## config.mk

```make
export PLATFORM = sky130hd
export DESIGN_NAME = pixel_fifo
export DESIGN_NICKNAME = d
export VERILOG_FILES = /design/src/rtl/tetris_pkg.sv /design/src/rtl/pixel_fifo.sv
export SDC_FILE = /design/constraint.sdc
export NUM_CORES = 1
export LEC_CHECK = 0
export BUFFER_PORTS_ARGS = -buffer_cell sky130_fd_sc_hd__buf_2
export CORE_MARGIN = 4
export CORE_UTILIZATION = 29
export DETAILED_ROUTE_END_ITERATION = 8
export GPL_TIMING_DRIVEN = 0
export PLACE_DENSITY = 0.4
export SLEW_MARGIN = 30
export SYNTH_ARGS = -nofsm -noshare
export SYNTH_HDL_FRONTEND = slang
export SYNTH_SLANG_ARGS = --single-unit
```

## constraint.sdc

```tcl
create_clock -name clk -period 8.6 [get_ports clk]
set_input_delay 1.72 -clock clk [delete_from_list [all_inputs] [get_ports clk]]
set_output_delay 1.72 -clock clk [all_outputs]
set_load 0.1 [all_outputs]
```

## src/rtl/tetris_pkg.sv

```systemverilog
/*
 * shared widths, move commands and render states
 * key codes, field size and colours
 * tetromino cell offset table
 */
`default_nettype none

package tetris_pkg;

	// ======================================================================
	// types
	// ======================================================================
	typedef logic [9:0] coord_t;
	typedef logic [3:0] grid_col_t;
	typedef logic [4:0] grid_row_t;
	// 0 I, 1 O, 2 T, 3 S, 4 Z, 5 J, 6 L, 7 invalid
	typedef logic [2:0] shape_t;
	typedef logic [1:0] rot_t;
	// {red, green, blue}, 4 bits each
	typedef logic [11:0] rgb_t;
	typedef logic [7:0] keycode_t;

	typedef enum logic [2:0] {CMD_NONE, CMD_LEFT, CMD_RIGHT, CMD_DOWN, CMD_ROTATE} move_cmd_t;
	typedef enum logic {RS_RUN, RS_GAP} render_state_t;

	// keyboard usage codes
	localparam keycode_t KEY_LEFT = 8'h04;
	localparam keycode_t KEY_RIGHT = 8'h07;
	localparam keycode_t KEY_DOWN = 8'h16;
	localparam keycode_t KEY_ROTATE = 8'h1A;

	// playfield in cells
	localparam int FIELD_COLS = 10;
	localparam int FIELD_ROWS = 20;

	localparam rgb_t COLOR_BG = 12'h000;
	localparam rgb_t COLOR_FIELD = 12'h222;
	// indexed by shape_t, last entry never drawn
	localparam rgb_t SHAPE_COLOR [8] = '{12'h0ff, 12'hff0, 12'ha0f, 12'h0f0,
		12'hf00, 12'h00f, 12'hf80, 12'hfff};

	// ======================================================================
	// shape table
	// ======================================================================
	// four cells inside a 4x4 box, cell 0 in the top nibble
	// each nibble is {col[1:0], row[1:0]}
	function automatic logic [15:0] piece_cell_offsets(input shape_t shape, input rot_t rot);
		logic [15:0] offs;
		casez ({shape, rot})
			// I, horizontal and vertical only
			5'b000_?0: offs = 16'b0001_0101_1001_1101;
			5'b000_?1: offs = 16'b0100_0101_0110_0111;
			// O looks the same in every rotation
			5'b001_??: offs = 16'b0100_1000_0101_1001;
			// T
			5'b010_00: offs = 16'b0100_0001_0101_1001;
			5'b010_01: offs = 16'b0100_0101_1001_0110;
			5'b010_10: offs = 16'b0001_0101_1001_0110;
			5'b010_11: offs = 16'b0100_0001_0101_0110;
			// S and Z have two distinct poses
			5'b011_?0: offs = 16'b0100_1000_0001_0101;
			5'b011_?1: offs = 16'b0100_0101_1001_1010;
			5'b100_?0: offs = 16'b0000_0100_0101_1001;
			5'b100_?1: offs = 16'b1000_0101_1001_0110;
			// J
			5'b101_00: offs = 16'b0000_0001_0101_1001;
			5'b101_01: offs = 16'b0100_1000_0101_0110;
			5'b101_10: offs = 16'b0001_0101_1001_1010;
			5'b101_11: offs = 16'b0100_0101_0010_0110;
			// L
			5'b110_00: offs = 16'b1000_0001_0101_1001;
			5'b110_01: offs = 16'b0100_0101_0110_1010;
			5'b110_10: offs = 16'b0001_0101_1001_0010;
			5'b110_11: offs = 16'b0000_0100_0101_0110;
			default: offs = 16'b0000_0000_0000_0000;
		endcase
		return offs;
	endfunction

endpackage

`default_nettype wire
```

## src/rtl/pixel_fifo.sv

```systemverilog
/*
 * circular buffer of pixel colours
 */
`timescale 1ns/1ps
`default_nettype none

module pixel_fifo #(
	parameter int FIFO_DEPTH = 16
) (
	input wire clk,
	input wire rst,
	input wire push,
	input wire tetris_pkg::rgb_t push_color,
	input wire pop,
	output tetris_pkg::rgb_t pop_color,
	output logic empty,
	output logic full
);
	import tetris_pkg::*;

	localparam int AW = (FIFO_DEPTH > 1) ? $clog2(FIFO_DEPTH) : 1;
	localparam int CW = $clog2(FIFO_DEPTH + 1);

	rgb_t mem [FIFO_DEPTH];
	logic [AW-1:0] wr_ptr;
	logic [AW-1:0] rd_ptr;
	logic [CW-1:0] count;
	logic do_push;
	logic do_pop;

	assign empty = (count == '0);
	assign full = (count == CW'(FIFO_DEPTH));
	// head entry, valid while not empty
	assign pop_color = mem[rd_ptr];

	// requests outside the legal range are ignored
	assign do_push = push && !full;
	assign do_pop = pop && !empty;

	always_ff @(posedge clk) begin
		if (do_push)
			mem[wr_ptr] <= push_color;
	end

	always_ff @(posedge clk) begin
		if (rst) begin
			wr_ptr <= '0;
			rd_ptr <= '0;
			count <= '0;
		end else begin
			// pointers wrap at depth, not only at powers of two
			if (do_push)
				wr_ptr <= (wr_ptr == AW'(FIFO_DEPTH - 1)) ? '0 : wr_ptr + 1'b1;
			if (do_pop)
				rd_ptr <= (rd_ptr == AW'(FIFO_DEPTH - 1)) ? '0 : rd_ptr + 1'b1;
			if (do_push && !do_pop)
				count <= count + 1'b1;
			else if (do_pop && !do_push)
				count <= count - 1'b1;
		end
	end

endmodule

`default_nettype wire

```

==> results.md <==
* Final-layout fill cell count at 2,639
* Mapped cell area at 8142 um2
* Die area at 30,820 um2
* Largest net degree at the start of global routing at 17
* Vias/cell at 4.556
* Hold Buf Count CTS at 0
* Syn-to-layout area delta at 19.09%
* Fin crit period at 4738 ps
* Pleak at 3.128 nW
* R2R Setup Slk at 5680 ps
* Post-route setup TNS at 0 ps
* Die X at 175.6 um
* Total grt overflow at 0
* Fin crit share at 55.10%
* Clock tree buffer depth at 3
* Antenna Cells at 0
* Post-route DRC at 0
* Synth Instances at 410
* Syn avg cell area at 19.86 um2
* Mapped Nets at 437
* RSZ-0062 raised after global routing: no
* Peak fanout along the critical path at 10
* Post-CTS Resized at 0
* # IOs at 30
* Final Non-Filler Cells at 879
* VDD IR-drop max at 0.1660 mV
* Worst slew pin tran at 932.0 ps
* Worst Hold Launch: count[3]$_SDFFE_PP0P_
* Placed instance count at 835
* Share of layout cells above drive strength 1 at 30.54%
* Total global-route track usage at 12.29%
* Max-slew headroom at 37.80%
* Primary FF master, synth: edfxtp_1
* Post-synthesis cell type count at 37
* Worst Hold Path EP: count[3]$_SDFFE_PP0P_
* Initial antenna violation count at 0
* Vias at 4,005
* Final WS setup at 3862 ps
* Cell Int Power at 0.001919 W
* CP required at 6880 ps
* DR pass1 iterations at 4
* Worst hold path depth at 2
* Worst-path clk slew at 50 ps
* Clock power frac at 32.9%
* RR Startpoint: count[0]$_SDFFE_PP0P_
* Final ANT Viol Nets at 0
* Pwr Total at 0.002812 W
* Vias in the first global route at 4,436
* Sw Share at 31.77%
* Max Clock Skew at 9.290 ps
* Seq cells post-synth at 209
* Setup CP Type: reg2out
* Nets at 510
* Combinational share of power at 25.5%
* CTS tree: yes
* Post-route cell area at 9696 um2
* Initial DRC count at 229
* Post-CTS setup buffers at 0
* Status: finished clean
* Net load switching power at 0.0008935 W
* Reg2reg end: count[4]$_SDFFE_PP0P_
* Final Max Slew Viols at 0
* CP endpoint kind: primary output
* Gpl congestion at 0.7563
* Die Y-Extent at 175.6 um
* DR WL/cell at 21.31 um
* FMAX at 211.0 MHz
* Pwr per Cell Area at 290.1 nW/um2
* Num Clock Sinks at 209
* Sequential fraction of the synthesis area at 75.00%
* Max Cap Viol at 0
* Core area at 27,710 um2
* Pre-CTS setup slack at 4267 ps
* Root Driver: clkbuf_16
* Port bufs at 29
* Share of flip-flops with an asynchronous set or reset at 0%
* Final Hold Viols at 0
* Detailed Place HPWL at 12,980 um
* Yosys warning count at 0
* Reg2Reg Depth at 11
* Total Routed Length at 18,730 um
* Worst skew pair latency at 500 ps
* # setup viols final at 0
* First-pass GRT wire length at 28,230 um
* Initial Util at 29.39%
* Post-DP Area at 8982 um2
* Startpoint types: flop
* CP arrival at 3020 ps
* Worst Hold Class: reg2reg
* H-tree Lvls at 1
* Number of synthesized flops with an enable pin at 192
* Seq pwr share at 41.6%
* # rows at 61
* Num CTS Buffers at 24
power by group through the flow:
| stage | logic [W] | clock network (W) | registers (W) |
|---|---|---|---|
| floorplan | 0.000564 | 0 | 0.00119 |
| global placement | 0.000716 | 0 | 0.00119 |
| detailed placement | 0.000735 | 0 | 0.00119 |
| CTS | 0.000737 | 0.000955 | 0.00117 |
| global route | 0.000776 | 0.000997 | 0.00117 |
| finish | 0.000718 | 0.000925 | 0.00117 |
placed cells by master (no fill, tap or decap), types with 12 or more instances in the layout:
cell / count
edfxtp_1: 192
mux4_2: 48
buf_2: 35
clkbuf_16: 25
a22oi_1: 24
nand2_1: 19
clkbuf_1: 18
dfxtp_1: 17
nor2_1: 16
nor2_2: 12
area by class of cell:
class                           instances  area (um2)  share of cell area (%)
Tap cell                              378       473.0                   4.878
Buffer                                 19       82.58                  0.8517
Inverter                                7       26.28                  0.2710
Sequential cell                       209        6106                   62.98
Clock buffer                           35       673.1                   6.943
Multi-Input combinational cell        175        1977                   20.39
Timing Repair Buffer                   47       317.8                   3.278
Clock inverter                          9       40.04                  0.4130
logic make-up (layout without fill, tap and decap cells):
group	Yosys count	after routing	share of synthesized area, %
xor gates and xnor gates	5	5	0.5379
muxes	52	52	13.79
buffers and inverters	26	117	1.337
DFF	209	209	75.00
adders and majority gates	11	11	1.783
and+or+nand+nor	63	63	3.412
AOI/OAI and AO/OA	44	44	4.149
flip-flops by register name, indices dropped and copies added (netlist names), named ones only:
name    count
count       5
rd_ptr      4
mem       192
wr_ptr      4
synth_stat cells, types with 4 or more instances:
cell type	number	share of area, %
nor2_1	28	1.3
ha_1	10	1.5
nor3_1	4	0.25
clkbuf_1	9	0.41
dfxtp_1	17	4.2
edfxtp_1	192	71
inv_1	6	0.28
a21oi_1	8	0.49
buf_2	6	0.37
xor2_1	4	0.43
mux4_2	48	13
nand2_1	19	0.88
a22oi_1	24	2.2
metrics by stage:
| stage | hold slack (ps) | util [%] |
|---|---|---|
| global route | 545.6 | 35.00 |
| finish | 504.8 | 35.00 |
| global placement | 493.7 | 31.62 |
| CTS | 509.3 | 35.00 |
| detailed placement | 502.5 | 32.42 |
| floorplan | 468.9 | - |
worst max path at each step:
stage	from	endpoint	slack, ps
2_1_floorplan	count[0]$_SDFFE_PP0P_	empty	4610
3_3_place_gp	push	mem[0][3]$_DFFE_PP_	4040
3_5_place_dp	flop	pop_color[9]	4270
4_1_cts	flop	pop_color[9]	3720
5_1_grt	flop	pop_color[9]	3690
6_report	flop	pop_color[9]	3860
worst max-delay path, cell delays in order (launching register included):
cell and delay (ps):
dfxtp_1 390, buf_2 330, buf_1 640, mux4_2 420, a22oi_1 280, nand2_1 130, buf_2 320
per-layer routing:
layer	part of all wire [%]	global-route usage, %	vias up	wire, um
met4	1.9	2.502	0	352
met1	44	16.37	2091	8154
met3	3.9	2.131	26	725
li1	-	-	1816	-
met2	51	21.34	72	9495
met5	0	0	-	0
No activity file was read; power rests on OpenSTA's default activity.
