**src/rtl/tetris_pkg.sv**
```systemverilog
/*
 * shared widths, move commands and render states
 * key codes, field size and colours
 * tetromino cell offset table
 */
`default_nettype none

package tetris_pkg;

	// ======================================================================
	// types
	// ======================================================================
	typedef logic [9:0] coord_t;
	typedef logic [3:0] grid_col_t;
	typedef logic [4:0] grid_row_t;
	// 0 I, 1 O, 2 T, 3 S, 4 Z, 5 J, 6 L, 7 invalid
	typedef logic [2:0] shape_t;
	typedef logic [1:0] rot_t;
	// {red, green, blue}, 4 bits each
	typedef logic [11:0] rgb_t;
	typedef logic [7:0] keycode_t;

	typedef enum logic [2:0] {CMD_NONE, CMD_LEFT, CMD_RIGHT, CMD_DOWN, CMD_ROTATE} move_cmd_t;
	typedef enum logic {RS_RUN, RS_GAP} render_state_t;

	// keyboard usage codes
	localparam keycode_t KEY_LEFT = 8'h04;
	localparam keycode_t KEY_RIGHT = 8'h07;
	localparam keycode_t KEY_DOWN = 8'h16;
	localparam keycode_t KEY_ROTATE = 8'h1A;

	// playfield in cells
	localparam int FIELD_COLS = 10;
	localparam int FIELD_ROWS = 20;

	localparam rgb_t COLOR_BG = 12'h000;
	localparam rgb_t COLOR_FIELD = 12'h222;
	// indexed by shape_t, last entry never drawn
	localparam rgb_t SHAPE_COLOR [8] = '{12'h0ff, 12'hff0, 12'ha0f, 12'h0f0,
		12'hf00, 12'h00f, 12'hf80, 12'hfff};

	// ======================================================================
	// shape table
	// ======================================================================
	// four cells inside a 4x4 box, cell 0 in the top nibble
	// each nibble is {col[1:0], row[1:0]}
	function automatic logic [15:0] piece_cell_offsets(input shape_t shape, input rot_t rot);
		logic [15:0] offs;
		casez ({shape, rot})
			// I, horizontal and vertical only
			5'b000_?0: offs = 16'b0001_0101_1001_1101;
			5'b000_?1: offs = 16'b0100_0101_0110_0111;
			// O looks the same in every rotation
			5'b001_??: offs = 16'b0100_1000_0101_1001;
			// T
			5'b010_00: offs = 16'b0100_0001_0101_1001;
			5'b010_01: offs = 16'b0100_0101_1001_0110;
			5'b010_10: offs = 16'b0001_0101_1001_0110;
			5'b010_11: offs = 16'b0100_0001_0101_0110;
			// S and Z have two distinct poses
			5'b011_?0: offs = 16'b0100_1000_0001_0101;
			5'b011_?1: offs = 16'b0100_0101_1001_1010;
			5'b100_?0: offs = 16'b0000_0100_0101_1001;
			5'b100_?1: offs = 16'b1000_0101_1001_0110;
			// J
			5'b101_00: offs = 16'b0000_0001_0101_1001;
			5'b101_01: offs = 16'b0100_1000_0101_0110;
			5'b101_10: offs = 16'b0001_0101_1001_1010;
			5'b101_11: offs = 16'b0100_0101_0010_0110;
			// L
			5'b110_00: offs = 16'b1000_0001_0101_1001;
			5'b110_01: offs = 16'b0100_0101_0110_1010;
			5'b110_10: offs = 16'b0001_0101_1001_0010;
			5'b110_11: offs = 16'b0000_0100_0101_0110;
			default: offs = 16'b0000_0000_0000_0000;
		endcase
		return offs;
	endfunction

endpackage

`default_nettype wire
```
**src/rtl/pixel_render.sv**
```systemverilog
/*
 * pixel producer, walks the active area ahead of the raster
 * colour classification and credit counter
 */
`timescale 1ns/1ps
`default_nettype none

module pixel_render #(
	parameter int H_ACTIVE = 640,
	parameter int V_ACTIVE = 480,
	parameter int CELL_SIZE = 20,
	parameter int FIELD_X0 = 220,
	parameter int FIELD_Y0 = 40,
	parameter int FIFO_DEPTH = 16
) (
	input wire clk,
	input wire rst,
	input wire tetris_pkg::grid_col_t piece_col,
	input wire tetris_pkg::grid_row_t piece_row,
	input wire tetris_pkg::shape_t piece_shape,
	input wire tetris_pkg::rot_t piece_rot,
	input wire credit_return,
	output logic push,
	output tetris_pkg::rgb_t push_color,
	output logic frame_done
);
	import tetris_pkg::*;

	localparam int CREDIT_W = $clog2(FIFO_DEPTH + 1);
	// field edges in pixels, exclusive
	localparam int FIELD_X1 = FIELD_X0 + FIELD_COLS * CELL_SIZE;
	localparam int FIELD_Y1 = FIELD_Y0 + FIELD_ROWS * CELL_SIZE;

	render_state_t state;
	coord_t x;
	coord_t y;
	logic [CREDIT_W-1:0] credits;
	logic issue;

	logic [15:0] offs;
	logic in_field;
	logic on_piece;
	int grid_x;
	int grid_y;
	rgb_t pix_color;

	// one pixel per clock while a free fifo slot is owed to us
	assign issue = (state == RS_RUN) && (credits != '0);

	// ======================================================================
	// colour of the pixel at (x, y)
	// ======================================================================
	always_comb begin
		offs = piece_cell_offsets(piece_shape, piece_rot);
		in_field = (int'(x) >= FIELD_X0) && (int'(x) < FIELD_X1) &&
			(int'(y) >= FIELD_Y0) && (int'(y) < FIELD_Y1);
		// cell under the pixel, only meaningful inside the field
		grid_x = (int'(x) - FIELD_X0) / CELL_SIZE;
		grid_y = (int'(y) - FIELD_Y0) / CELL_SIZE;
		on_piece = 1'b0;
		// box column wraps at 16, 15 is one left of the field
		for (int i = 0; i < 4; i++) begin
			if (grid_x == int'(grid_col_t'(piece_col + offs[15-4*i -: 2])) &&
				grid_y == int'(piece_row) + int'(offs[13-4*i -: 2]))
				on_piece = 1'b1;
		end
		if (!in_field)
			pix_color = COLOR_BG;
		else if (on_piece)
			pix_color = SHAPE_COLOR[piece_shape];
		else
			pix_color = COLOR_FIELD;
	end

	// colour register, loaded with each issued pixel
	always_ff @(posedge clk) begin
		if (issue)
			push_color <= pix_color;
	end

	always_ff @(posedge clk) begin
		if (rst) begin
			state <= RS_RUN;
			x <= '0;
			y <= '0;
			credits <= CREDIT_W'(FIFO_DEPTH);
			push <= 1'b0;
			frame_done <= 1'b0;
		end else begin
			push <= issue;
			frame_done <= 1'b0;
			// gap lasts one clock while piece_control updates
			if (state == RS_GAP)
				state <= RS_RUN;
			if (issue) begin
				if (int'(x) == H_ACTIVE - 1) begin
					x <= '0;
					if (int'(y) == V_ACTIVE - 1) begin
						y <= '0;
						frame_done <= 1'b1;
						state <= RS_GAP;
					end else begin
						y <= y + 1'b1;
					end
				end else begin
					x <= x + 1'b1;
				end
			end
			// spend on issue, refund on pop
			case ({issue, credit_return})
				2'b10: credits <= credits - 1'b1;
				2'b01: credits <= credits + 1'b1;
				default: ;
			endcase
		end
	end

endmodule

`default_nettype wire

```
**config.mk**
```make
export PLATFORM = sky130hd
export DESIGN_NAME = pixel_render
export DESIGN_NICKNAME = d
export VERILOG_FILES = /design/src/rtl/tetris_pkg.sv /design/src/rtl/pixel_render.sv
export SDC_FILE = /design/constraint.sdc
export NUM_CORES = 1
export LEC_CHECK = 0
export ABC_CLOCK_PERIOD_IN_PS = 5500
export BUFFER_PORTS_ARGS = -buffer_cell sky130_fd_sc_hd__buf_2
export CORE_ASPECT_RATIO = 0.5
export CORE_MARGIN = 5
export CORE_UTILIZATION = 33
export DETAILED_ROUTE_END_ITERATION = 6
export SETUP_SLACK_MARGIN = 0.15
export SLEW_MARGIN = 40
export SYNTH_ARGS = -nofsm -noshare
export SYNTH_HDL_FRONTEND = slang
export SYNTH_SLANG_ARGS = --single-unit
```
**constraint.sdc**
```tcl
create_clock -name clk -period 5.5 [get_ports clk]
set_input_delay 1.1 -clock clk [delete_from_list [all_inputs] [get_ports clk]]
set_output_delay 1.1 -clock clk [all_outputs]
set_load 0.02 [all_outputs]
```
==> metrics.md <==
| Metric | Value |
|---|---|
| Initial antenna violation count | 0 |
| Vias in the first global route | 5125 |
| Proportion of layout cells with a drive suffix above 1 | 16.2% |
| Worst-path fanout max | 13 |
| Routed WL | 15600 um |
| Area of the multi-input gates | 4630 um2 |
| Sequential-to-total area share from yosys stat | 14.1% |
| Remaining Overflow, GRT | 0 |
| Unrepaired setup endpoints after global routing | false |
| Reg area | 787 um2 |
| GRT Total Usage | 15.4% |
| Post-synth EDFFs | 8 |
| CTS Buf Count | 5 |
| Final hold viol count | 0 |
| Leak | 2.47 nW |
| Synth warnings | 0 |
| Post-synth top cells | nor2_1, a21oi_1, nand2_1 |
| Setup TNS after final layout | 0 ns |
| Core area | 16400 um2 |
| Async S/R FF share, synth | 0% |
| Actual slew at the worst max-slew pin | 0.644 ns |
| Routed vias | 5643 |
| First-pass GRT wire length | 25400 um |
| Remaining DRCs | 0 |
| Antenna-violating nets left | 0 |
| Drt initial violations | 416 |
| Largest cells by area after synthesis | dfxtp_1, ha_1, xnor2_1 |
| I/O pins | 31 |
| Post-synth cell types | 84 |
| Period utilisation layout | 92.8% |
| Die X | 193 um |
| Crit path time final | 5.11 ns |
| Register bit total from synthesis | 35 |
| Skew final | 0.0113 ns |
| Filler cell count | 1722 |
| Die H | 102 um |
| Slew Limit Headroom | 56.7% |
| Area share of the largest cell type after synthesis | 9.77% |
| Port-buffer cells | 30 |
| Max clock buf depth | 2 |
| CTS Sinks | 35 |
| Crit Path Class | reg -> reg |
| Vias per inst | 5.69 |
| Max Cap Viol | 0 |
| Max-slew violations | 0 |
| Status | finished clean |
| CTS tree | built |
| Hold slack | 0.546 ns |
| Most frequent cell after synthesis | nor2_1 |
| Row cnt | 33 |
| Area growth syn-to-layout | 14.6% |
| Initial core utilization | 33.7% |
| Worst-skew pair later-pin latency | 0.29 ns |
| Avg Cell Area, Syn | 7.43 um2 |
| Primary FF master, synth | dfxtp_1 |
| Die footprint | 19600 um2 |
| HPWL after DPL | 11900 um |
| CTS Root Cell | clkbuf_16 |
| Max VDD drop | 106 uV |
| Critical Path End Type | flip-flop |
| WL per Instance | 15.7 um |
| Worst EP arrival | 5.11 ns |
| Fmax | 0.196 GHz |
| Hold Crit Class | reg -> reg |
| Synth Instances | 745 |
| Pin count of the biggest net entering global routing | 24 |
| Area leader, netlist | dfxtp_1 |
| H-tree depth | 2 |
| Clock-pin slew on the worst setup and hold paths | 0.07 ns |
| GP Congestion | 0.893 |
| Power density over the cells | 211 nW/um2 |
| First-pass DRT Iterations | 5 |
| Critical Path Source Type | flip-flop |
| Netlist Area Pre-Place | 5530 um2 |
| Worst EP required | 5.51 ns |
| Total power | 0.00134 W |
| Final #Nets | 824 |
| Final setup viols | 0 |
| Synthesized Nets | 806 |
| ANT cells | 0 |
[placed cells by master (no fill, tap or decap), types with 4 or more instances in the layout]
master      n
a211oi_1    4
a211oi_2    4
a21o_1     12
a21oi_1    56
a31o_2      4
a31oi_1    13
a32oi_1     5
and2_1      4
and3_1      6
buf_2      30
buf_4      26
clkbuf_16   5
dfxtp_1    24
edfxtp_1    8
fa_1        7
ha_1       33
inv_1      22
mux2i_1     7
nand2_1    56
nand2b_1   10
nand3_1    34
nand4_1    13
nor2_1     83
nor2b_1     7
nor3_1     23
nor4_1      9
o211ai_1   11
o21a_1      7
o21ai_0    44
o21ai_1     4
o22ai_1     7
o31ai_1     4
or2_2       5
or3_1       7
xnor2_1    34
xnor2_2     4
xor2_1     30
[worst paths after layout]
kind / endpoint / cells past startpoint / slack [ns] / from
worst max register to register: push_color[5]$_SDFFCE_PN0P_ / 19 / 0.39 / x[2]$_SDFFE_PP0P_
worst min register to register: credits[2]$_SDFFE_PP0P_ / 2 / 0.55 / credits[2]$_SDFFE_PP0P_
worst min-delay path: credits[2]$_SDFFE_PP0P_ / 2 / 0.55 / credits[2]$_SDFFE_PP0P_
worst max-delay path: push_color[5]$_SDFFCE_PN0P_ / 19 / 0.39 / x[2]$_SDFFE_PP0P_
[layout make-up]
class | count | share of cell area, %
inverter | 23 | 1.36
clock buffer | 5 | 1.97
multi-input combinational | 640 | 73.0
timing repair buffer | 58 | 6.07
tap | 227 | 4.48
clock inverter | 3 | 0.750
sequential | 35 | 12.4
[through the flow]
step	setup slack [ns]	utilization, %	instance area (um2)	cells
3_5_place_dp	0.110	36.0	5920	980
4_1_cts	0.209	37.3	6120	988
2_1_floorplan	0.235	-	5530	745
3_3_place_gp	0.199	36.0	5920	980
5_1_grt	0.114	38.6	6340	991
6_report	0.393	38.6	6340	991
[cells by family after synthesis]
kind of cell,synth area share [%]
muxes,1.88
xor gates and xnor gates,13.0
and+or+nand+nor,24.6
DFF,14.1
adders and majority gates,10.9
buffers and inverters,5.99
AOI/OAI and AO/OA,29.6
[where the power goes]
| group | internal [W] | switching [W] |
|---|---|---|
| Combinational | 0.000275 | 0.000369 |
| Sequential | 0.000309 | 0.0000436 |
| Clock | 0.000216 | 0.000124 |
| Total | 0.000801 | 0.000536 |
[per-layer routing]
layer / global-route usage [%] / vias up / part of all wire (%)
met5: 0 / - / 0
met3: 1.93 / 14 / 4.6
met4: 2.94 / 0 / 1.0
met1: 22.3 / 2658 / 49
li1: - / 2798 / -
met2: 25.0 / 173 / 45
[flip-flops by register name (all words and copies together), names as in the netlist]
signal,count
push_color,8
x,10
y,10
push,1
credits,5
state,1
[repair_timing]
action,CTS,global route
endpoints found under the setup margin,3,8
hold buffers,0,0
gates resized for setup,5,31
pin swaps,0,8
endpoints found under the hold margin,0,0
buffers inserted,0,3
[worst max-delay path, stage by stage, from the launching register on]
cell and delay [ns]:
dfxtp_4 0.39, ha_2 0.25, a21o_1 0.30, a221o_1 0.40, xor2_1 0.37, nor2_1 0.22
nor3_1 0.24, nand4b_1 0.15, o211a_1 0.21, a21boi_4 0.25, a2bb2oi_4 0.18, ha_1 0.18
inv_1 0.04, or2_2 0.29, or4_4 0.43, a21oi_4 0.19, o2111ai_1 0.14, o32ai_2 0.31
or2_1 0.20, a21oi_1 0.09
No activity file was read; power rests on OpenSTA's default activity.
