<file path="src/rtl/tetris_pkg.sv">
/*
 * shared widths, move commands and render states
 * key codes, field size and colours
 * tetromino cell offset table
 */
`default_nettype none

package tetris_pkg;

	// ======================================================================
	// types
	// ======================================================================
	typedef logic [9:0] coord_t;
	typedef logic [3:0] grid_col_t;
	typedef logic [4:0] grid_row_t;
	// 0 I, 1 O, 2 T, 3 S, 4 Z, 5 J, 6 L, 7 invalid
	typedef logic [2:0] shape_t;
	typedef logic [1:0] rot_t;
	// {red, green, blue}, 4 bits each
	typedef logic [11:0] rgb_t;
	typedef logic [7:0] keycode_t;

	typedef enum logic [2:0] {CMD_NONE, CMD_LEFT, CMD_RIGHT, CMD_DOWN, CMD_ROTATE} move_cmd_t;
	typedef enum logic {RS_RUN, RS_GAP} render_state_t;

	// keyboard usage codes
	localparam keycode_t KEY_LEFT = 8'h04;
	localparam keycode_t KEY_RIGHT = 8'h07;
	localparam keycode_t KEY_DOWN = 8'h16;
	localparam keycode_t KEY_ROTATE = 8'h1A;

	// playfield in cells
	localparam int FIELD_COLS = 10;
	localparam int FIELD_ROWS = 20;

	localparam rgb_t COLOR_BG = 12'h000;
	localparam rgb_t COLOR_FIELD = 12'h222;
	// indexed by shape_t, last entry never drawn
	localparam rgb_t SHAPE_COLOR [8] = '{12'h0ff, 12'hff0, 12'ha0f, 12'h0f0,
		12'hf00, 12'h00f, 12'hf80, 12'hfff};

	// ======================================================================
	// shape table
	// ======================================================================
	// four cells inside a 4x4 box, cell 0 in the top nibble
	// each nibble is {col[1:0], row[1:0]}
	function automatic logic [15:0] piece_cell_offsets(input shape_t shape, input rot_t rot);
		logic [15:0] offs;
		casez ({shape, rot})
			// I, horizontal and vertical only
			5'b000_?0: offs = 16'b0001_0101_1001_1101;
			5'b000_?1: offs = 16'b0100_0101_0110_0111;
			// O looks the same in every rotation
			5'b001_??: offs = 16'b0100_1000_0101_1001;
			// T
			5'b010_00: offs = 16'b0100_0001_0101_1001;
			5'b010_01: offs = 16'b0100_0101_1001_0110;
			5'b010_10: offs = 16'b0001_0101_1001_0110;
			5'b010_11: offs = 16'b0100_0001_0101_0110;
			// S and Z have two distinct poses
			5'b011_?0: offs = 16'b0100_1000_0001_0101;
			5'b011_?1: offs = 16'b0100_0101_1001_1010;
			5'b100_?0: offs = 16'b0000_0100_0101_1001;
			5'b100_?1: offs = 16'b1000_0101_1001_0110;
			// J
			5'b101_00: offs = 16'b0000_0001_0101_1001;
			5'b101_01: offs = 16'b0100_1000_0101_0110;
			5'b101_10: offs = 16'b0001_0101_1001_1010;
			5'b101_11: offs = 16'b0100_0101_0010_0110;
			// L
			5'b110_00: offs = 16'b1000_0001_0101_1001;
			5'b110_01: offs = 16'b0100_0101_0110_1010;
			5'b110_10: offs = 16'b0001_0101_1001_0010;
			5'b110_11: offs = 16'b0000_0100_0101_0110;
			default: offs = 16'b0000_0000_0000_0000;
		endcase
		return offs;
	endfunction

endpackage

`default_nettype wire
</file>
<file path="src/rtl/vga_scan_out.sv">
/*
 * scan timing generator and pixel consumer
 * pops one colour per active pixel, returns credits
 */
`timescale 1ns/1ps
`default_nettype none

module vga_scan_out #(
	parameter int H_ACTIVE = 640,
	parameter int H_FRONT = 16,
	parameter int H_SYNC = 96,
	parameter int H_BACK = 48,
	parameter int V_ACTIVE = 480,
	parameter int V_FRONT = 10,
	parameter int V_SYNC = 2,
	parameter int V_BACK = 33
) (
	input wire clk,
	input wire rst,
	input wire tetris_pkg::rgb_t pop_color,
	output logic pop,
	output logic credit_return,
	output logic vga_hs,
	output logic vga_vs,
	output logic vga_de,
	output tetris_pkg::rgb_t vga_color
);
	import tetris_pkg::*;

	localparam int H_TOTAL = H_ACTIVE + H_FRONT + H_SYNC + H_BACK;
	localparam int V_TOTAL = V_ACTIVE + V_FRONT + V_SYNC + V_BACK;
	localparam int HS_START = H_ACTIVE + H_FRONT;
	localparam int VS_START = V_ACTIVE + V_FRONT;

	// high on every second clock, pixel rate is half of clk
	logic pix_en;
	coord_t h_cnt;
	coord_t v_cnt;
	logic active;
	logic hs_zone;
	logic vs_zone;

	assign active = (int'(h_cnt) < H_ACTIVE) && (int'(v_cnt) < V_ACTIVE);
	assign hs_zone = (int'(h_cnt) >= HS_START) && (int'(h_cnt) < HS_START + H_SYNC);
	assign vs_zone = (int'(v_cnt) >= VS_START) && (int'(v_cnt) < VS_START + V_SYNC);

	// consumer never stalls
	assign pop = pix_en && active;
	// each pop frees one fifo slot
	assign credit_return = pop;

	// ======================================================================
	// counters, start in vertical front porch
	// ======================================================================
	always_ff @(posedge clk) begin
		if (rst) begin
			pix_en <= 1'b0;
			h_cnt <= '0;
			v_cnt <= coord_t'(V_ACTIVE);
		end else begin
			pix_en <= ~pix_en;
			if (pix_en) begin
				if (int'(h_cnt) == H_TOTAL - 1) begin
					h_cnt <= '0;
					if (int'(v_cnt) == V_TOTAL - 1)
						v_cnt <= '0;
					else
						v_cnt <= v_cnt + 1'b1;
				end else begin
					h_cnt <= h_cnt + 1'b1;
				end
			end
		end
	end

	// ======================================================================
	// outputs, one clock behind the counters, held for a pixel
	// ======================================================================
	always_ff @(posedge clk) begin
		if (rst) begin
			vga_hs <= 1'b1;
			vga_vs <= 1'b1;
			vga_de <= 1'b0;
			vga_color <= '0;
		end else if (pix_en) begin
			// active-low sync pulses
			vga_hs <= ~hs_zone;
			vga_vs <= ~vs_zone;
			vga_de <= active;
			// blank outside the active area
			vga_color <= active ? pop_color : '0;
		end
	end

endmodule

`default_nettype wire

</file>
<file path="config.mk">
export PLATFORM = sky130hd
export DESIGN_NAME = vga_scan_out
export DESIGN_NICKNAME = d
export VERILOG_FILES = /design/src/rtl/tetris_pkg.sv /design/src/rtl/vga_scan_out.sv
export SDC_FILE = /design/constraint.sdc
export NUM_CORES = 1
export LEC_CHECK = 0
export BUFFER_PORTS_ARGS = -buffer_cell sky130_fd_sc_hd__buf_4
export CORE_ASPECT_RATIO = 2
export CORE_MARGIN = 10
export CORE_UTILIZATION = 57
export DETAILED_ROUTE_END_ITERATION = 6
export GPL_TIMING_DRIVEN = 0
export PLACE_DENSITY = 0.82
export SYNTH_ARGS = -nofsm -noshare
export SYNTH_HDL_FRONTEND = slang
export SYNTH_SLANG_ARGS = --single-unit
</file>
<file path="constraint.sdc">
create_clock -name clk -period 4.1 [get_ports clk]
set_input_delay 0.82 -clock clk [delete_from_list [all_inputs] [get_ports clk]]
set_output_delay 0.82 -clock clk [all_outputs]
set_load 0.005 [all_outputs]
</file>
==> reports/metrics.cfg, run 1 <==
[global_route]
antenna_found_initial = 0
grt_usage_pct = 15.4
grt_pass1_vias = 1514
grt_pass1_wl_um = 6810
grt_max_degree = 12
gr-total-overflow = 0

[timing]
hold_violations = 0
hold_ws_ns = 0.461
tns_ns = 0
rsz0062_at_grt = false
final-max-slew-violation-count = 0
max_freq_ghz = 0.412
period_share_pct = 59.3
worst_slack_ns = 1.67
tightest_slew_ns = 0.718
finClkSkew_ns = 0.00616
setup_violations = 0
slew_headroom_pct = 51.7
fin_crit_ns = 2.43

[cells_and_area]
final_util_pct = 72.2
area_growth_pct = 23.3
final_common_cell = dfxtp_1
drive_gt1_share_pct = 23.9
layout.cells.non_filler = 234
nets = 222
diodes = 0
final_cell_mix = 36 x dfxtp_1, 31 x buf_4, 12 x a22o_1, 12 x nand3_1, 11 x nor3_1
final_area_sq_um = 1950

[synthesis]
synth_fa_ha_area_share_pct = 3.16
synth_top_area_cell = dfxtp_1
ys.flop_type = dfxtp_1
synthMuxAreaShare_pct = 0.633
synth-compound-area-share_pct = 13.8
synth-async-reset-ratio_pct = 0
synth.avg_cell_area_sq_um = 9.47
synth_top_family_by_area = simple AND/OR/NAND/NOR gates
synthSimpleGateAreaFrac_pct = 25.9
ys_ff_latch = 36
netlist_instances = 167
synth_enable_flop_cells = 0
yosysSeqAreaShare_pct = 45.6
postSynthNetCount = 185
netlist.area_leader.share_pct = 45.6
ys_types = 38
syn_area_sq_um = 1580
synthXorXnorAreaFrac_pct = 5.54
synth_area_leaders = dfxtp_1 46%, a22o_1 6.6%, nand3_1 3.8%
yosysWarnings = 0

[cts]
clk_pin_slew_worst_paths_ns = 0.07
numClockSinks = 36
cts_hold_buf = 0
cts_made_buffers = 5
cts_buffer_depth = 2
cts_tree = done
post_cts_resized = 0
cts_root_buf = clkbuf_8
insertion_delay_ns = 0.29
postCtsSetupBuffers = 0
cts_htree_levels = 2

[place]
post-place-ws_ns = 1.65
io_buffers = 30
routabilityCongestion = 0.868
placed_cells = 226
hpwl_um = 3030
place_area_sq_um = 1840

[worst_hold_path]
holdPathEnd = vga_de
hold_start = vga_de
hp-class = register to register
min_path_cells = 1

[floorplanning]
pin_count = 31
dieWidth_um = 57.2
start_util_pct = 58.5
core_area_sq_um = 2700
dieArea_sq_um = 5410
row_count = 27
fp.dieH_um = 94.5

[setup_path]
required_ns = 3.28
end_kind = output pin
crit_chain = and4_1 > nor4b_1 > buf_4 > buf_4
slowest_stage = nor4b_1
r2r-end = v_cnt[3]
crit_path_frequent_cell = buf_4
timing.rr.start = h_cnt[0]
cpPeakStageDelay_ns = 0.44
crit_type = register to output pin
crit_fanout = 5
rrSetupSlack_ns = 2.17
worstPathArrival_ns = 1.61
startpoint_type = register
worstRegToRegCells = 6

[routing]
wl_per_cell_um = 16.6
ant_nets = 0
vias = 1395
drcViolationCount = 0
wl_um = 3890
vias_per_cell = 5.96
drt_iter0_markers = 45
dr.pass1.iters = 4

[power]
peakVddDrop_v = 0.000403
power_leakage_nw = 0.785
power_density_nw_per_um2 = 351
power_uw = 685

[run_status]
status = finished, final reports clean

[run]
cap_violations = 0

routing by layer:
metal | part of all wire, % | GRT usage, % | up-vias
met5 | 0 | 0 | -
met4 | 3.0 | 7.48 | 0
met3 | 4.2 | 4.97 | 11
met2 | 57 | 30.2 | 29
met1 | 36 | 13.1 | 682
li1 | - | - | 673
cells in the mapped netlist (all sizes together) (2+ instances only):
cell	n
inv	8
nor4b	3
nand4	7
and2	3
buf	6
nor3	11
a22o	12
nand3	12
ha	4
or4	2
a21oi	5
xor2	4
nor2	9
and3	2
and4	2
clkbuf	3
nand2	8
o31ai	3
or3	7
dfxtp	36
xnor2	6
o21ai	6
sequential cells by signal, summed over array words and instances (netlist names):
register,count
vga_color,12
pix_en,1
vga_hs,1
h_cnt,10
vga_vs,1
v_cnt,10
vga_de,1
layout make-up:
cell class / instances / area [sq um]
Clock inverter: 2 / 35.0
Buffer: 9 / 56.3
Sequential cell: 36 / 721
Inverter: 8 / 30.0
Fill cell: 218 / 752
Timing Repair Buffer: 30 / 225
Clock buffer: 6 / 72.6
Tap cell: 29 / 36.3
Multi-Input combinational cell: 114 / 774
report_power, final:
| group | leakage, nW | internal (mW) | switching, mW | total, mW |
|---|---|---|---|---|
| logic | 0.439 | 0.0131 | 0.0141 | 0.0272 |
| registers | 0.291 | 0.352 | 0.00249 | 0.355 |
| clock network | 0.0552 | 0.180 | 0.123 | 0.303 |
kinds of logic after synthesis:
kind of cell / count (synthesis)
and+or+nand+nor: 69
DFF: 36
AOI/OAI and AO/OA: 30
buffers and inverters: 17
xor gates and xnor gates: 10
adders and majority gates: 4
muxes: 1
how the worst max path moves through the flow:
stage / slack, ns / to / depth (start not counted) / startpoint
floorplan: 2.15 / pop / 3 / v_cnt[7]
global placement: 1.75 / vga_color[8] / 6 / rst
detailed placement: 1.65 / vga_color[7] / 6 / rst
CTS: 1.65 / pop / 4 / v_cnt[7]
global route: 1.49 / pop / 4 / v_cnt[7]
finish: 1.67 / pop / 4 / v_cnt[7]
worst max-delay path, delay by kind of cell, from the launching register on:
family	cells	cell delay [ns]
and+or+nand+nor	2	0.69
DFF	1	0.34
buffers and inverters	2	0.28
(Power assumes the default switching activity.)
==> run 2, diff against run 1 <==
CORE_UTILIZATION = 48   (was 57)
PLACE_DENSITY = 0.74   (was 0.82)
clock period = 2 ns   (was 4.1 ns; I/O delays follow)
==> run 2 against run 1 <==
Compared with the run above: critical path type unchanged; largest cell class unchanged; worst hold slack worse by 0.14 ns; via count decreased by 1.6%; highest routed layer unchanged; cell area rose by 0.77%.
==> reports/metrics.cfg, run 2 (synthesized netlist as in run 1, its figures left out) <==
[cells_and_area]
regArea_sq_um = 721  ; unchanged
final_common_cell = dfxtp_1
reg_top3 = vga_color x12, h_cnt x10, v_cnt x10
final_cell_mix = 36 x dfxtp_1, 31 x buf_4, 12 x a22o_1, 12 x nand3_1, 11 x nor3_1
layout.cells.non_filler = 235  ; +0.43%
drive_gt1_share_pct = 25.5  ; +1.6 points
multiInputGateArea_sq_um = 787  ; +1.6%
largest_reg_flops = 12  ; unchanged
largest_register = vga_color
nets = 221  ; -0.45%
diodes = 0  ; unchanged
fillerInstances = 270  ; +24%
area_growth_pct = 24.3

[global_route]
grt_pass1_vias = 1429  ; -5.6%
grt_pass1_wl_um = 6390  ; -6.2%
grt_usage_pct = 13.3  ; -2.0 points
grt_max_degree = 13  ; +1
antenna_found_initial = 0  ; unchanged
gr-total-overflow = 0  ; unchanged

[power]
peakVddDrop_v = 0.000532  ; +32%
power_leakage_nw = 0.784  ; about the same
power_density_nw_per_um2 = 714  ; +100%

[setup_path]
crit_path_frequent_cell = buf_4
crit_chain = and4_1 > nor4b_2 > buf_4 > buf_4
setup.worst_path.start = v_cnt[6]
slowest_stage = dfxtp_1
rrSetupSlack_ns = 0.17  ; -2.00 ns
startpoint_type = register
worstRegToRegCells = 6  ; unchanged
r2r-end = v_cnt[7]
timing.rr.start = h_cnt[0]
worstPathArrival_ns = 1.51  ; -0.10 ns
cpPeakStageDelay_ns = 0.36  ; -0.08 ns
required_ns = 1.60  ; -1.68 ns
crit_type = register to output pin
crit_fanout = 6  ; +1
end_kind = output pin

[timing]
tightest_slew_ns = 0.484  ; -0.235 ns
slew_headroom_pct = 67.5  ; +16 points
max_freq_ghz = 0.523
finClkSkew_ns = 0.0106  ; +0.00447 ns
hold_violations = 0  ; unchanged
period_share_pct = 95.7
fin_crit_ns = 1.91
setup_violations = 0  ; unchanged
final-max-slew-violation-count = 0  ; unchanged
rsz0062_at_grt = false
hold_ws_ns = 0.325  ; -0.135 ns

[routing]
wl_um = 3880  ; -0.26%
vias = 1372  ; -1.6%
dr.pass1.iters = 6  ; +2
drcViolationCount = 0  ; unchanged
vias_per_cell = 5.84  ; -2.1%
wl_per_cell_um = 16.5  ; -0.68%
drt_iter0_markers = 51  ; +13%
ant_nets = 0  ; unchanged

[worst_hold_path]
hp-class = input pin to register
min_path_cells = 2  ; +1
holdPathEnd = vga_color[9]
hold_start = pop_color[9]

[floorplanning]
core_area_sq_um = 3160  ; +17%
dieArea_sq_um = 6130  ; +13%
dieWidth_um = 60.6  ; +5.8%
row_count = 29  ; +7.4%
pin_count = 31  ; unchanged
fp.dieH_um = 101  ; +7.1%
start_util_pct = 50.1  ; -8.4 points

[place]
placed_cells = 228  ; +0.88%
hpwl_um = 2980  ; -1.5%
io_buffers = 30  ; unchanged
routabilityCongestion = 0.853  ; -1.6%

[run]
cap_violations = 0  ; unchanged

[cts]
numClockSinks = 36  ; unchanged
cts_made_buffers = 5  ; unchanged
cts_root_buf = clkbuf_8
clk_pin_slew_worst_paths_ns = 0.08  ; about the same
cts_buffer_depth = 2  ; unchanged
cts_tree = done
cts_htree_levels = 2  ; unchanged
insertion_delay_ns = 0.29  ; about the same

[run_status]
status = finished, final reports clean

[run 2: cell count changes in the layout (fill, tap and decap cells not counted)]
cell,before,now
nor4b_1,2,1
clkinvlp_4,0,1
nor4b_2,0,1
nor4_2,0,1
nor4_1,1,0
clkbuf_1,4,2
[run 2: repair_timing]
action                                 CTS  global route
buffers inserted                         0             0
hold buffers                             0             0
gates resized for setup                  1             1
setup endpoints to repair                1            18
endpoints found under the hold margin    0             0
[run 2: worst max path at each step]
| stage | end | slack, ns | cells past startpoint |
|---|---|---|---|
| floorplan | v_cnt[5] | 0.34 | 7 |
| global placement | vga_color[6] | 0.04 | 6 |
| detailed placement | vga_color[3] | -0.08 | 6 |
| CTS | v_cnt[7] | 0.05 | 7 |
| global route | pop | 0.04 | 4 |
| finish | pop | 0.09 | 4 |
[run 2: metrics by stage]
step                      util [%]  total power [mW]  setup slack, ns  instance area, sq um  TNS (ns)
after floorplan                  -             0.768            0.337                  1580         0
after global placement        58.5             0.795           0.0423                  1850         0
after detailed placement      58.5             0.798          -0.0790                  1850    -0.535
after CTS                     62.2              1.42           0.0463                  1960         0
after global routing          62.3              1.45           0.0359                  1970         0
final                         62.3              1.40           0.0866                  1970         0
[run 2: cell type report]
cell class | instances | share of cell area [%]
sequential | 36 | 36.7
inverter | 8 | 1.53
timing repair buffer | 30 | 11.5
multi-input combinational | 114 | 40.0
clock inverter | 3 | 2.16
buffer | 8 | 2.67
clock buffer | 5 | 3.50
tap | 31 | 1.97
[run 2: report_power, final]
part | switching (mW) | total [mW] | internal (mW)
Combinational | 0.0279 | 0.0545 | 0.0267
Clock | 0.254 | 0.623 | 0.369
Sequential | 0.00520 | 0.727 | 0.722
[run 2: routing by layer]
layer / track usage, % / vias to the layer above / wire, um
li1: - / 678 / -
met1: 11.8 / 645 / 1370
met2: 24.0 / 40 / 2170
met3: 5.64 / 9 / 247
met4: 6.79 / 0 / 94
met5: 0 / - / 0
[run 2: critical path: cells and delay by family (launching register included)]
kind                   cells  cell delay (ns)
and+or+nand+nor            2             0.61
DFF                        1             0.36
buffers and inverters      2             0.26
